<file path="src/design/fcvt_pkg.sv">
package fcvt_pkg;

    // Conversion opcodes
    // The first four go integer to double, the last four double to integer
    typedef enum logic [2:0] {
        OP_D_L  = 3'd0,     // Signed 64-bit to double
        OP_D_LU = 3'd1,     // Unsigned 64-bit to double
        OP_D_W  = 3'd2,     // Signed 32-bit to double
        OP_D_WU = 3'd3,     // Unsigned 32-bit to double
        OP_L_D  = 3'd4,     // Double to signed 64-bit
        OP_LU_D = 3'd5,     // Double to unsigned 64-bit
        OP_W_D  = 3'd6,     // Double to signed 32-bit
        OP_WU_D = 3'd7      // Double to unsigned 32-bit
    } fcvt_op_e;

    // Command into one converter
    typedef struct packed {
        logic        start;         // Single cycle, only on the selected converter
        logic        is_signed;
        logic        is_w32;
        logic [63:0] operand;
    } fcvt_cmd_t;

    // Exception flags
    typedef struct packed {
        logic nv;                   // Invalid
        logic nx;                   // Inexact
    } fcvt_flags_t;

    // Converter result
    typedef struct packed {
        logic        done;
        fcvt_flags_t flags;
        logic [63:0] value;
    } fcvt_res_t;

    // Double format
    localparam int EXP_BIAS = 1023;
    localparam int EXP_W    = 11;
    localparam int MANT_W   = 52;

    // Exponent for a leading one at bit 63, bias plus 63
    localparam int L2D_EXP_TOP = 1086;

    // Edges after acceptance until a converter raises done
    localparam int CVT_LATENCY = 3;

endpackage

</file>
<file path="src/design/fcvt_d2l.sv">
`timescale 1ns/1ns

module fcvt_d2l
    import fcvt_pkg::*;
(
    input  logic      i_clk,
    input  logic      i_nrst,
    input  fcvt_cmd_t i_cmd,
    output fcvt_res_t o_res
);

    logic [CVT_LATENCY:0] vld;

    logic              in_signed;
    logic              in_w32;
    logic [63:0]       in_a;

    // Stage 1, unpack and classify
    logic [EXP_W-1:0]  s1_exp;
    logic [MANT_W:0]   s1_mant;         // Hidden bit on top
    logic              s1_sign;
    logic              s1_nan;
    logic              s1_inf;
    logic              s1_zero;
    logic              s1_signed;
    logic              s1_w32;

    // Stage 2, alignment
    logic signed [EXP_W+1:0] ue;
    logic [127:0]      wide;
    logic [63:0]       mag;
    logic              sticky;
    logic              big;
    logic [63:0]       s2_mag;
    logic              s2_sticky;
    logic              s2_big;
    logic              s2_sign;
    logic              s2_nan;
    logic              s2_inf;
    logic              s2_signed;
    logic              s2_w32;

    // Stage 3, sign and saturation
    logic [63:0]       lim_pos;
    logic [63:0]       lim_neg;
    logic [63:0]       raw;
    logic              nv;
    logic [63:0]       value_q;
    logic              nv_q;
    logic              nx_q;

    always_ff @(posedge i_clk or negedge i_nrst) begin
        if (!i_nrst) begin
            vld <= '0;
        end else begin
            vld <= {vld[CVT_LATENCY-1:0], i_cmd.start};
        end
    end

    always_ff @(posedge i_clk) begin
        if (i_cmd.start) begin
            in_signed <= i_cmd.is_signed;
            in_w32    <= i_cmd.is_w32;
            in_a      <= i_cmd.operand;
        end
        if (vld[0]) begin
            s1_sign   <= in_a[63];
            s1_exp    <= in_a[62:52];
            s1_mant   <= {|in_a[62:52], in_a[51:0]};
            s1_nan    <= (&in_a[62:52]) & (|in_a[51:0]);
            s1_inf    <= (&in_a[62:52]) & ~(|in_a[51:0]);
            s1_zero   <= ~|in_a[62:0];
            s1_signed <= in_signed;
            s1_w32    <= in_w32;
        end
    end

    // Hidden bit lands on bit 64+ue, fraction in the low half
    always_comb begin
        ue   = $signed({2'b00, s1_exp}) - $signed((EXP_W+2)'(EXP_BIAS));
        wide = {s1_mant, 75'd0} >> (6'd63 - ue[5:0]);
        if (ue < 0) begin
            big    = 1'b0;
            mag    = 64'd0;
            sticky = ~s1_zero;          // Magnitude below one
        end else if (ue > 63) begin
            big    = 1'b1;
            mag    = 64'd0;
            sticky = 1'b0;
        end else begin
            big    = 1'b0;
            mag    = wide[127:64];
            sticky = |wide[63:0];
        end
    end

    always_ff @(posedge i_clk) begin
        if (vld[1]) begin
            s2_mag    <= mag;
            s2_sticky <= sticky;
            s2_big    <= big;
            s2_sign   <= s1_sign;
            s2_nan    <= s1_nan;
            s2_inf    <= s1_inf;
            s2_signed <= s1_signed;
            s2_w32    <= s1_w32;
        end
    end

    // Largest magnitude allowed on each side of zero
    always_comb begin
        case ({s2_w32, s2_signed})
            2'b00:   {lim_pos, lim_neg} = {64'hFFFF_FFFF_FFFF_FFFF, 64'd0};
            2'b01:   {lim_pos, lim_neg} = {64'h7FFF_FFFF_FFFF_FFFF, 64'h8000_0000_0000_0000};
            2'b10:   {lim_pos, lim_neg} = {64'h0000_0000_FFFF_FFFF, 64'd0};
            default: {lim_pos, lim_neg} = {64'h0000_0000_7FFF_FFFF, 64'h0000_0000_8000_0000};
        endcase
        nv = s2_nan | s2_inf | s2_big | (s2_sign ? (s2_mag > lim_neg) : (s2_mag > lim_pos));
        if (nv) begin
            raw = (s2_sign & ~s2_nan) ? (~lim_neg + 64'd1) : lim_pos;  // NaN goes positive
        end else begin
            raw = s2_sign ? (~s2_mag + 64'd1) : s2_mag;
        end
    end

    always_ff @(posedge i_clk) begin
        if (vld[2]) begin
            value_q <= s2_w32 ? {{32{raw[31]}}, raw[31:0]} : raw;   // W results sign-extended
            nv_q    <= nv;
            nx_q    <= s2_sticky & ~nv;
        end
    end

    assign o_res = '{done: vld[CVT_LATENCY], flags: '{nv: nv_q, nx: nx_q}, value: value_q};

endmodule

</file>
<file path="src/design/fcvt_issue.sv">
`timescale 1ns/1ns

module fcvt_issue
    import fcvt_pkg::*;
(
    input  logic        i_clk,
    input  logic        i_nrst,
    input  logic        i_valid,
    input  fcvt_op_e    i_op,
    input  logic [63:0] i_a,
    input  logic        i_retired,      // Result presented at the output
    output logic        o_ready,
    output fcvt_cmd_t   o_l2d_cmd,
    output fcvt_cmd_t   o_d2l_cmd
);

    logic busy;
    logic accept;
    logic to_d2l;
    logic op_signed;
    logic op_w32;

    // Ready returns in the same cycle the result is shown
    assign o_ready = ~busy | i_retired;
    assign accept  = i_valid & o_ready;

    // Opcode decode into direction, signedness and width
    always_comb begin
        case (i_op)
            OP_D_L:  {to_d2l, op_signed, op_w32} = 3'b010;
            OP_D_LU: {to_d2l, op_signed, op_w32} = 3'b000;
            OP_D_W:  {to_d2l, op_signed, op_w32} = 3'b011;
            OP_D_WU: {to_d2l, op_signed, op_w32} = 3'b001;
            OP_L_D:  {to_d2l, op_signed, op_w32} = 3'b110;
            OP_LU_D: {to_d2l, op_signed, op_w32} = 3'b100;
            OP_W_D:  {to_d2l, op_signed, op_w32} = 3'b111;
            OP_WU_D: {to_d2l, op_signed, op_w32} = 3'b101;
            default: {to_d2l, op_signed, op_w32} = 3'b000;
        endcase
    end

    // Both buses share the operand, only one gets the start pulse
    assign o_l2d_cmd = '{start: accept & ~to_d2l, is_signed: op_signed,
                         is_w32: op_w32, operand: i_a};
    assign o_d2l_cmd = '{start: accept & to_d2l, is_signed: op_signed,
                         is_w32: op_w32, operand: i_a};

    // One operation in flight at a time
    always_ff @(posedge i_clk or negedge i_nrst) begin
        if (!i_nrst) begin
            busy <= 1'b0;
        end else if (accept) begin
            busy <= 1'b1;           // A new command wins over the retiring one
        end else if (i_retired) begin
            busy <= 1'b0;
        end
    end

endmodule

</file>
<file path="src/design/fcvt_l2d.sv">
`timescale 1ns/1ns

module fcvt_l2d
    import fcvt_pkg::*;
(
    input  logic      i_clk,
    input  logic      i_nrst,
    input  fcvt_cmd_t i_cmd,
    output fcvt_res_t o_res
);

    logic [CVT_LATENCY:0] vld;          // Bit 0 marks the input register

    // Input register
    logic              in_signed;
    logic              in_w32;
    logic [63:0]       in_a;

    // Stage 1, extension and magnitude
    logic [63:0]       ext_a;
    logic              neg_a;
    logic              s1_sign;
    logic [63:0]       s1_abs;

    // Stage 2, normalisation
    logic [5:0]        lz;
    logic [63:0]       norm;
    logic              s2_sign;
    logic              s2_zero;
    logic [5:0]        s2_shift;
    logic [63:0]       s2_mant;

    // Stage 3, rounding
    logic              rnd;
    logic              mant_ones;
    logic [EXP_W-1:0]  exp_r;
    logic [MANT_W-1:0] frac_r;
    logic [63:0]       s3_value;
    logic [63:0]       value_q;
    logic              nx_q;

    always_ff @(posedge i_clk or negedge i_nrst) begin
        if (!i_nrst) begin
            vld <= '0;
        end else begin
            vld <= {vld[CVT_LATENCY-1:0], i_cmd.start};
        end
    end

    // Operand sampled on the accepting edge
    always_ff @(posedge i_clk) begin
        if (i_cmd.start) begin
            in_signed <= i_cmd.is_signed;
            in_w32    <= i_cmd.is_w32;
            in_a      <= i_cmd.operand;
        end
    end

    always_comb begin
        if (!in_w32) begin
            ext_a = in_a;
        end else if (in_signed) begin
            ext_a = {{32{in_a[31]}}, in_a[31:0]};
        end else begin
            ext_a = {32'd0, in_a[31:0]};
        end
        neg_a = in_signed & ext_a[63];
    end

    always_ff @(posedge i_clk) begin
        if (vld[0]) begin
            s1_sign <= neg_a;
            s1_abs  <= neg_a ? (~ext_a + 64'd1) : ext_a;    // 2^63 stays 2^63
        end
    end

    // Highest set bit wins since the loop runs upward
    always_comb begin
        lz = 6'd0;
        for (int i = 0; i < 64; i++) begin
            if (s1_abs[i]) begin
                lz = 6'(63 - i);
            end
        end
        norm = s1_abs << lz;
    end

    always_ff @(posedge i_clk) begin
        if (vld[1]) begin
            s2_sign  <= s1_sign;
            s2_zero  <= ~|s1_abs;
            s2_shift <= lz;
            s2_mant  <= norm;
        end
    end

    // Nearest even on the 11 bits below the mantissa
    always_comb begin
        rnd       = s2_mant[10] & ((|s2_mant[9:0]) | s2_mant[11]);
        mant_ones = &s2_mant[62:11];
        exp_r     = EXP_W'(L2D_EXP_TOP) - EXP_W'(s2_shift) + EXP_W'(rnd & mant_ones);
        frac_r    = s2_mant[62:11] + MANT_W'(rnd);     // Wraps to zero on carry out
        if (s2_zero) begin
            s3_value = 64'd0;
        end else begin
            s3_value = {s2_sign, exp_r, frac_r};
        end
    end

    always_ff @(posedge i_clk) begin
        if (vld[2]) begin
            value_q <= s3_value;
            nx_q    <= |s2_mant[10:0];
        end
    end

    always_comb begin
        o_res.done     = vld[CVT_LATENCY];
        o_res.flags.nv = 1'b0;          // Every integer fits a double
        o_res.flags.nx = nx_q;
        o_res.value    = value_q;
    end

endmodule

</file>
<file path="src/design/fcvt_retire.sv">
`timescale 1ns/1ns

module fcvt_retire
    import fcvt_pkg::*;
(
    input  logic        i_clk,
    input  logic        i_nrst,
    input  fcvt_res_t   i_l2d,
    input  fcvt_res_t   i_d2l,
    output logic        o_valid,
    output logic [63:0] o_res,
    output fcvt_flags_t o_flags
);

    fcvt_res_t pick;
    logic      done_any;

    // At most one converter finishes in a given cycle
    always_comb begin
        done_any = i_l2d.done | i_d2l.done;
        if (i_l2d.done) begin
            pick = i_l2d;
        end else begin
            pick = i_d2l;
        end
    end

    // Result and flags hold until the next completion
    always_ff @(posedge i_clk or negedge i_nrst) begin
        if (!i_nrst) begin
            o_valid <= 1'b0;
            o_res   <= 64'd0;
            o_flags <= '0;
        end else begin
            o_valid <= done_any;        // Single cycle pulse
            if (done_any) begin
                o_res   <= pick.value;
                o_flags <= pick.flags;
            end
        end
    end

endmodule

</file>
<file path="src/design/fcvt_top.sv">
`timescale 1ns/1ns

module fcvt_top
    import fcvt_pkg::*;
(
    input  logic        i_clk,
    input  logic        i_nrst,
    input  logic        i_valid,
    input  fcvt_op_e    i_op,
    input  logic [63:0] i_a,
    output logic        o_ready,
    output logic        o_valid,
    output logic [63:0] o_res,
    output fcvt_flags_t o_flags
);

    fcvt_cmd_t l2d_cmd;
    fcvt_cmd_t d2l_cmd;
    fcvt_res_t l2d_res;
    fcvt_res_t d2l_res;

    fcvt_issue u_issue (
        .i_clk     (i_clk),
        .i_nrst    (i_nrst),
        .i_valid   (i_valid),
        .i_op      (i_op),
        .i_a       (i_a),
        .i_retired (o_valid),           // Frees the unit for the next command
        .o_ready   (o_ready),
        .o_l2d_cmd (l2d_cmd),
        .o_d2l_cmd (d2l_cmd)
    );

    fcvt_l2d u_l2d (.i_clk(i_clk), .i_nrst(i_nrst), .i_cmd(l2d_cmd), .o_res(l2d_res));

    fcvt_d2l u_d2l (.i_clk(i_clk), .i_nrst(i_nrst), .i_cmd(d2l_cmd), .o_res(d2l_res));

    fcvt_retire u_retire (
        .i_clk   (i_clk),
        .i_nrst  (i_nrst),
        .i_l2d   (l2d_res),
        .i_d2l   (d2l_res),
        .o_valid (o_valid),
        .o_res   (o_res),
        .o_flags (o_flags)
    );

endmodule

</file>
<file path="config.mk">
export PLATFORM = sky130hd
export DESIGN_NAME = fcvt_top
export DESIGN_NICKNAME = d
export VERILOG_FILES = /design/src/design/fcvt_pkg.sv /design/src/design/fcvt_d2l.sv /design/src/design/fcvt_issue.sv /design/src/design/fcvt_l2d.sv /design/src/design/fcvt_retire.sv /design/src/design/fcvt_top.sv
export SDC_FILE = /design/constraint.sdc
export NUM_CORES = 1
export LEC_CHECK = 0
export BUFFER_PORTS_ARGS = -buffer_cell sky130_fd_sc_hd__buf_2
export CAP_MARGIN = 20
export CORE_MARGIN = 1
export CORE_UTILIZATION = 50
export CTS_BUF_LIST = sky130_fd_sc_hd__clkbuf_4 sky130_fd_sc_hd__clkbuf_8
export DETAILED_ROUTE_END_ITERATION = 16
export PLACE_DENSITY = 0.67
export SYNTH_ARGS = -nofsm -noshare
export SYNTH_HDL_FRONTEND = slang
export SYNTH_SLANG_ARGS = --single-unit
export TNS_END_PERCENT = 20
</file>
<file path="constraint.sdc">
create_clock -name i_clk -period 9.9 [get_ports i_clk]
set_clock_uncertainty 0.1 [all_clocks]
set_input_delay 0.99 -clock i_clk [delete_from_list [all_inputs] [get_ports i_clk]]
set_output_delay 0.99 -clock i_clk [all_outputs]
set_load 0.005 [all_outputs]
</file>
==> metrics.csv, run 1 <==
stage,metric,value,unit
run_status,status,finished clean,
final_layout,final_cell_mix,"540 x edfxtp_1, 324 x nor2_1, 316 x nand2_1",
critical_path,crit-reg2reg-capture,u_d2l.s2_sticky,
critical_path,reg2reg_depth,14,
critical_path,worstPathRequired,10.23,ns
critical_path,path_max_fanout,70,
detailed_routing,wirelength,101300,um
synth,synthesis.nets,3211,
placed_design,dp_hpwl,76900,um
sta,worstMarginPinSlew,1.190,ns
global_route,antenna_found_initial,3,
cts,clk_pin_slew,0.06,ns
detailed_routing,dr.max_layer_used,met4,
critical_path,ff2ff_setup_slack,4.09,ns
detailed_routing,drtIter0Drc,2596,
placed_design,place_area,35820,um^2
critical_path,cpMostUsedCell,a21oi_1,
critical_path,start_kind,flip-flop,
floorplanning,dieHeight,264.0,um
sta,finalMaxSlewViolations,0,
detailed_routing,vias_per_cell,6.186,
critical_path,arrival,6.14,ns
sta,finalCriticalPeriod,5.809,ns
placed_design,place.gp.congestion,0.9680,
critical_path,r2r_start,u_d2l.s1_exp[0],
final_layout,drive_above_1_share,15.66,%
detailed_routing,avgRoutedWirePerCell,24.37,um
synth,yosysWarnings,0,
synth,yosysTopAreaCell,edfxtp_1,
synth,synth.area.top_cells,"edfxtp_1 47%, mux2i_1 8.9%, dfrtp_1 5.5%",
global_route,grt_use_total,28.70,%
sta,max_clock_freq,172.2,MHz
detailed_routing,drtAntennaViolNets,0,
synth,synth_area_per_cell,11.08,um^2
synth,synth_edf_count,540,
cts,cts-root-buf,clkbuf_8,
global_route,grt_pass1_wl,151800,um
global_route,grt_pass1_vias,24510,
sta,fin_crit_sh,58.67,%
synth,syn_inst,3098,
synth,yosys.area.top_type_share,47.24,%
cts,cts.sinks,616,
placed_design,io_buffers,137,
detailed_routing,dr.pass1.iters,7,
detailed_routing,dr_wl_met2,46320,um
worst_hold_path,hold_path_class,input pin to async pin,
cts,htreeDepth,3,
cts,cts_buffers,97,
critical_path,cpMaxStageDelayCell,ha_4,
cts,cts_tree,done,
sta,hold_viol,0,
detailed_routing,wl_met3,7055,um
global_route,grt-ovfl-total,0,
synth,synth.distinct_cells,100,
final_layout,fin_area,37860,um^2
synth,seq_area_frac_synth,52.79,%
cts,cts.hold.buffers_added,0,
detailed_routing,met1_length,43350,um
final_layout,syn2layout_area_growth,10.30,%
floorplanning,pin_count,138,
detailed_routing,remaining_drc_errors,0,
sta,rsz0062_at_grt,false,
critical_path,path_cells,buf_4 > inv_1 > ha_4 > mux2_2 > mux2i_1 > nor2_1 > a211oi_1 > a21oi_1 > nor4_1 > nand2_1 > a2111o_1 > o32ai_1 > a21oi_1 > a21o_1,
synth,synth_seq_cells,616,
cts,insertion_delay,0.73,ns
cts,postCtsSetupBuffers,0,
sta,timing.hold.ws,0.1662,ns
sta,maxSlewHeadroom,19.86,%
floorplanning,fp.dieArea,69700,um^2
floorplanning,core_area,67510,um^2
final_layout,finish.utilization,56.07,%
detailed_routing,vias,25720,
power_and_ir_drop,p_leak,13.87,nW
floorplanning,rows,95,
floorplanning,start_util,50.84,%
power_and_ir_drop,peakVddDrop,0.0001247,V
floorplanning,die_w,264.0,um
critical_path,cp-end-kind,flip-flop,
power_and_ir_drop,powerDensity,132.8,nW/um^2
synth,ys_async_sr_fraction,12.34,%
sta,finalSetupTns,0,ns
run,drv_cap,0,
cts,clk_path_buf_depth,3,
synth,syn_area,34320,um^2
global_route,grt_max_degree,105,
critical_path,cpPeakStageDelay,1.09,ns
final_layout,finalNetCount,3311,
final_layout,nFillCells,5792,
critical_path,criticalPathCategory,flip-flop to flip-flop,
final_layout,final_common_cell,edfxtp_1,
synth,ys.flop_type,edfxtp_1,
cts,ctsResizeCount,0,
sta,setup_violations,0,
-- cells by family (layout without fill, tap and decap cells) --
| kind of cell | Yosys count | in the layout | synth area share, % |
|---|---|---|---|
| buffers and inverters | 223 | 401 | 2.687 |
| other | 0 | 8 | 0 |
| AOI/OAI and AO/OA | 627 | 627 | 11.53 |
| and+or+nand+nor | 1032 | 1032 | 14.49 |
| xor gates and xnor gates | 171 | 171 | 4.363 |
| adders and majority gates | 43 | 43 | 1.568 |
| DFF | 616 | 616 | 52.79 |
| muxes | 386 | 386 | 12.57 |
-- cell type report --
type	count	area [um^2]	area share [%]
clock inverters	33	262.8	0.6941
well taps	873	1092	2.885
diodes	8	20.02	0.05288
flip-flops and latches	616	18130	47.90
clock buffers	144	1725	4.558
multi-input cells	2259	15450	40.81
repair buffers	176	996.0	2.631
inverters	48	180.2	0.4759
-- through the flow --
| step | instances | setup WS (ns) | power [mW] |
|---|---|---|---|
| global placement | 3970 | 4.293 | 2.885 |
| detailed placement | 3970 | 4.160 | 2.886 |
| finish | 4157 | 4.091 | 5.026 |
| floorplan | 3098 | 5.342 | 2.851 |
| CTS | 4147 | 4.154 | 5.073 |
| global route | 4155 | 3.706 | 5.185 |
-- worst max-delay path, delay by kind of cell (launching register included) --
family                     cells  cell delay (ns)
buffers and inverters          2             1.14
and+or+nand+nor                3             0.60
muxes                          2             0.80
DFF                            1             0.33
adders and majority gates      1             1.09
AOI/OAI and AO/OA              6             1.42
-- state kept, by name (all words and copies together), names as in the netlist, 2 cells and up --
name / count
u_d2l.s2_mag: 64
u_l2d.s2_shift: 6
u_l2d.value_q: 64
u_d2l.value_q: 64
u_l2d.s1_abs: 64
u_d2l.s1_mant: 53
u_d2l.in_a: 64
u_l2d.s2_mant: 63
u_retire.o_flags: 2
u_l2d.in_a: 64
u_d2l.s1_exp: 11
u_d2l.vld: 4
u_l2d.vld: 4
u_retire.o_res: 64
-- synth_stat cells, types with 21 or more instances --
library cell	n
a211oi_1	32
a21oi_1	178
and3_1	25
buf_1	21
buf_2	35
clkbuf_1	110
dfrtp_1	76
edfxtp_1	540
ha_1	43
inv_1	43
mux2_2	48
mux2i_1	306
mux4_2	31
nand2_1	317
nand3_1	57
nand4_1	44
nor2_1	326
nor2b_1	24
nor3_1	51
nor4_1	49
o21ai_0	190
o22ai_1	22
o31ai_1	32
xnor2_1	86
xor2_1	85
-- worst max path at each step --
stage	depth (start not counted)	from	slack [ns]	to
global placement	14	u_d2l.s1_exp[0]	4.29	u_d2l.s2_sticky
CTS	14	u_d2l.s1_exp[0]	4.15	u_d2l.s2_sticky
detailed placement	14	u_d2l.s1_exp[0]	4.16	u_d2l.s2_sticky
floorplan	19	u_d2l.s1_exp[0]	5.34	u_d2l.s2_sticky
finish	14	u_d2l.s1_exp[0]	4.09	u_d2l.s2_sticky
global route	14	u_d2l.s1_exp[0]	3.71	u_d2l.s2_sticky
-- routing by layer --
metal  track usage, %  up-vias
li1                 -    11840
met1            39.23    12520
met2            45.41     1135
met3            4.474      222
met4            12.46        0
met5                0        -
-- where the power goes --
group / total, mW / internal [mW] / switching (mW)
sequential: 2.80 / 2.80 / 0
clock: 2.19 / 1.18 / 1.01
combinational: 0.0354 / 0.0103 / 0.0251
Note: power is estimated with default switching activity, not from simulation.
==> inputs of run 2 (changes only) <==
Settings changed: PLACE_DENSITY 0.67 to 0.69.
Clock period 9.9 ns to 4.9 ns, I/O delays scaled along.
==> run 2 against run 1 <==
Setup slack lost 4.0 ns. Largest cell class unchanged. Critical path type unchanged. Die area is the same. Final area grew 3.3%. Critical endpoint is now u_l2d.s2_mant[53]. First-iteration DRC count grew 24%. Register-to-register slack lost 4.0 ns. Final cell count grew 2.8%. Utilization grew 1.8 points. Non-clock buffer count grew 115. Wire length grew 5.6%. Hold slack lost 0.074 ns.
==> metrics.csv, run 2 (synthesized netlist as in run 1, its figures left out) <==
stage,metric,value,unit,change
run_status,status,finished clean,,
floorplanning,dieHeight,264.0,um,unchanged
sta,setup_violations,0,,unchanged
global_route,grt_pass1_vias,25480,,+4.0%
placed_design,place.gp.congestion,0.9903,,+2.3%
power_and_ir_drop,powerDensity,271.6,nW/um^2,+100%
critical_path,ff2ff_setup_slack,0.10,ns,-3.99 ns
final_layout,finalNetCount,3427,,+3.5%
critical_path,cpPeakStageDelay,0.68,ns,-0.41 ns
detailed_routing,remaining_drc_errors,0,,unchanged
cts,htreeDepth,3,,unchanged
worst_hold_path,hold_path_class,input pin to flip-flop,,
floorplanning,rows,95,,unchanged
cts,insertion_delay,0.72,ns,about the same
worst_hold_path,whs_endpoint,u_l2d.in_signed,,
final_layout,final_cell_mix,"540 x edfxtp_1, 323 x nor2_1, 316 x nand2_1",,
final_layout,drive_above_1_share,16.75,%,+1.1 points
global_route,grt-ovfl-total,0,,unchanged
worst_hold_path,min_path_cells,2,,
global_route,grt_max_degree,90,,-14%
detailed_routing,drtAntennaViolNets,0,,unchanged
critical_path,crit-reg2reg-capture,u_l2d.s2_mant[53],,
critical_path,cpMostUsedCell,mux2i_1,,
final_layout,final_common_cell,edfxtp_1,,
critical_path,arrival,5.12,ns,-1.02 ns
sta,fin_crit_sh,97.88,%,+39 points
global_route,grt_use_total,30.30,%,+1.6 points
cts,clk_pin_slew,0.07,ns,about the same
critical_path,r2r_start,u_l2d.s1_abs[40],,
floorplanning,die_w,264.0,um,unchanged
critical_path,path_cells,nor4_1 > o21ai_0 > a221oi_4 > clkinv_2 > buf_4 > mux2i_1 > mux2i_1 > nand2_1 > a31oi_1 > a221oi_1,,
detailed_routing,vias_per_cell,6.163,,-0.38%
cts,clk_path_buf_depth,3,,unchanged
sta,finalCriticalPeriod,4.796,ns,-1.013 ns
sta,rsz0062_at_grt,false,,
detailed_routing,dr.pass1.iters,10,,+3
detailed_routing,avgRoutedWirePerCell,25.05,um,+2.8%
cts,postCtsSetupBuffers,0,,unchanged
detailed_routing,vias,26330,,+2.4%
cts,cts.sinks,616,,unchanged
placed_design,place_area,36160,um^2,+0.96%
global_route,antenna_found_initial,2,,-1
power_and_ir_drop,peakVddDrop,0.0003314,V,+170%
critical_path,worstPathRequired,5.22,ns,-5.01 ns
critical_path,reg2reg_depth,10,,-4
detailed_routing,drtIter0Drc,3224,,+24%
detailed_routing,wirelength,107000,um,+5.6%
placed_design,dp_hpwl,81350,um,+5.8%
critical_path,cpMaxStageDelayCell,nor4_1,,
final_layout,fin_area,39090,um^2,+3.3%
cts,cts_tree,done,,
critical_path,cp-end-kind,flip-flop,,
power_and_ir_drop,total_power,10.62,mW,+110%
final_layout,syn2layout_area_growth,13.89,%,
sta,maxSlewHeadroom,23.92,%,+4.1 points
floorplanning,core_area,67510,um^2,unchanged
sta,max_clock_freq,208.5,MHz,+21%
critical_path,start_kind,flip-flop,,
sta,worstMarginPinSlew,1.141,ns,-0.04829 ns
floorplanning,start_util,50.84,%,unchanged
cts,cts_buffers,98,,+1.0%
global_route,grt_pass1_wl,159600,um,+5.1%
sta,finalSetupTns,0,ns,unchanged
critical_path,path_max_fanout,28,,-60%
floorplanning,pin_count,138,,unchanged
cts,cts-root-buf,clkbuf_8,,
run,drv_cap,0,,unchanged
sta,hold_viol,0,,unchanged
critical_path,criticalPathCategory,flip-flop to flip-flop,,
worst_hold_path,hold_path_startpoint,i_op[0],,
power_and_ir_drop,p_leak,14.49,nW,+4.5%
floorplanning,fp.dieArea,69700,um^2,unchanged
placed_design,io_buffers,137,,unchanged
sta,finalMaxSlewViolations,0,,unchanged
-- run 2: changes by cell type in the layout (fill, tap and decap cells not counted), moves of 3 or more --
cell	delta
dlygate4sd3_1	+68
buf_4	+47
clkbuf_4	-12
clkinv_2	+7
diode_2	-7
bufinv_16	+6
clkbuf_8	+5
inv_8	+3
-- run 2: metal layers --
metal | vias to the layer above | routed length (um) | GRT usage [%] | part of all wire (%)
li1 | 12070 | - | - | -
met1 | 12810 | 44900 | 40.77 | 42
met2 | 1217 | 49630 | 48.58 | 46
met3 | 229 | 7439 | 4.316 | 7.0
met4 | 0 | 5062 | 14.08 | 4.7
met5 | - | 0 | 0 | 0
-- run 2: how the worst max path moves through the flow --
stage	startpoint	endpoint	slack, ns	cells after the start
after floorplan	u_d2l.s1_exp[0]	u_d2l.s2_sticky	0.34	19
after global placement	u_l2d.s1_abs[52]	u_l2d.s2_mant[56]	0.15	12
after detailed placement	u_l2d.s1_abs[52]	u_l2d.s2_mant[53]	0.17	12
after CTS	u_l2d.s1_abs[52]	u_l2d.s2_mant[53]	0.15	12
after global routing	u_l2d.s1_abs[40]	u_l2d.s2_mant[50]	0.04	10
final	u_l2d.s1_abs[40]	u_l2d.s2_mant[53]	0.10	10
-- run 2: power breakdown --
part / total, mW / switching, mW / internal (mW)
logic: 0.121 / 0.0648 / 0.0564
clock network: 4.85 / 2.14 / 2.71
registers: 5.65 / 0 / 5.65
-- run 2: area by class of cell --
class	count	area, um^2
diodes	1	2.502
clock buffers	137	1704
clock inverters	47	491.7
fillers	5571	28420
inverters	48	181.4
multi-input cells	2259	15440
flip-flops and latches	616	18130
well taps	873	1092
repair buffers	291	2042
-- run 2: what timing repair did --
action                                  CTS  global route
gates resized for setup                   0             2
hold buffers                             68             0
endpoints found under the setup margin    0             1
endpoints found under the hold margin   165             0
-- run 2: metrics by stage --
stage / setup WS, ns / hold WS, ns / cells / util [%]
after detailed placement: 0.1691 / 0.3075 / 4017 / 53.57
after global placement: 0.1529 / 0.3052 / 4017 / 53.57
final: 0.1038 / 0.09247 / 4272 / 57.90
after floorplan: 0.3421 / 0.09441 / 3098 / -
after CTS: 0.1507 / 0.03735 / 4269 / 57.83
after global routing: 0.03925 / 0.03578 / 4272 / 57.90
-- run 2: worst max-delay path: cells and delay by family (launching register included) --
family                 cells  cell delay [ns]
multiplexers               2             0.53
flip-flops                 1             0.50
AO/OA/AOI/OAI              4             1.61
AND/OR/NAND/NOR            2             0.78
buffers and inverters      2             0.95
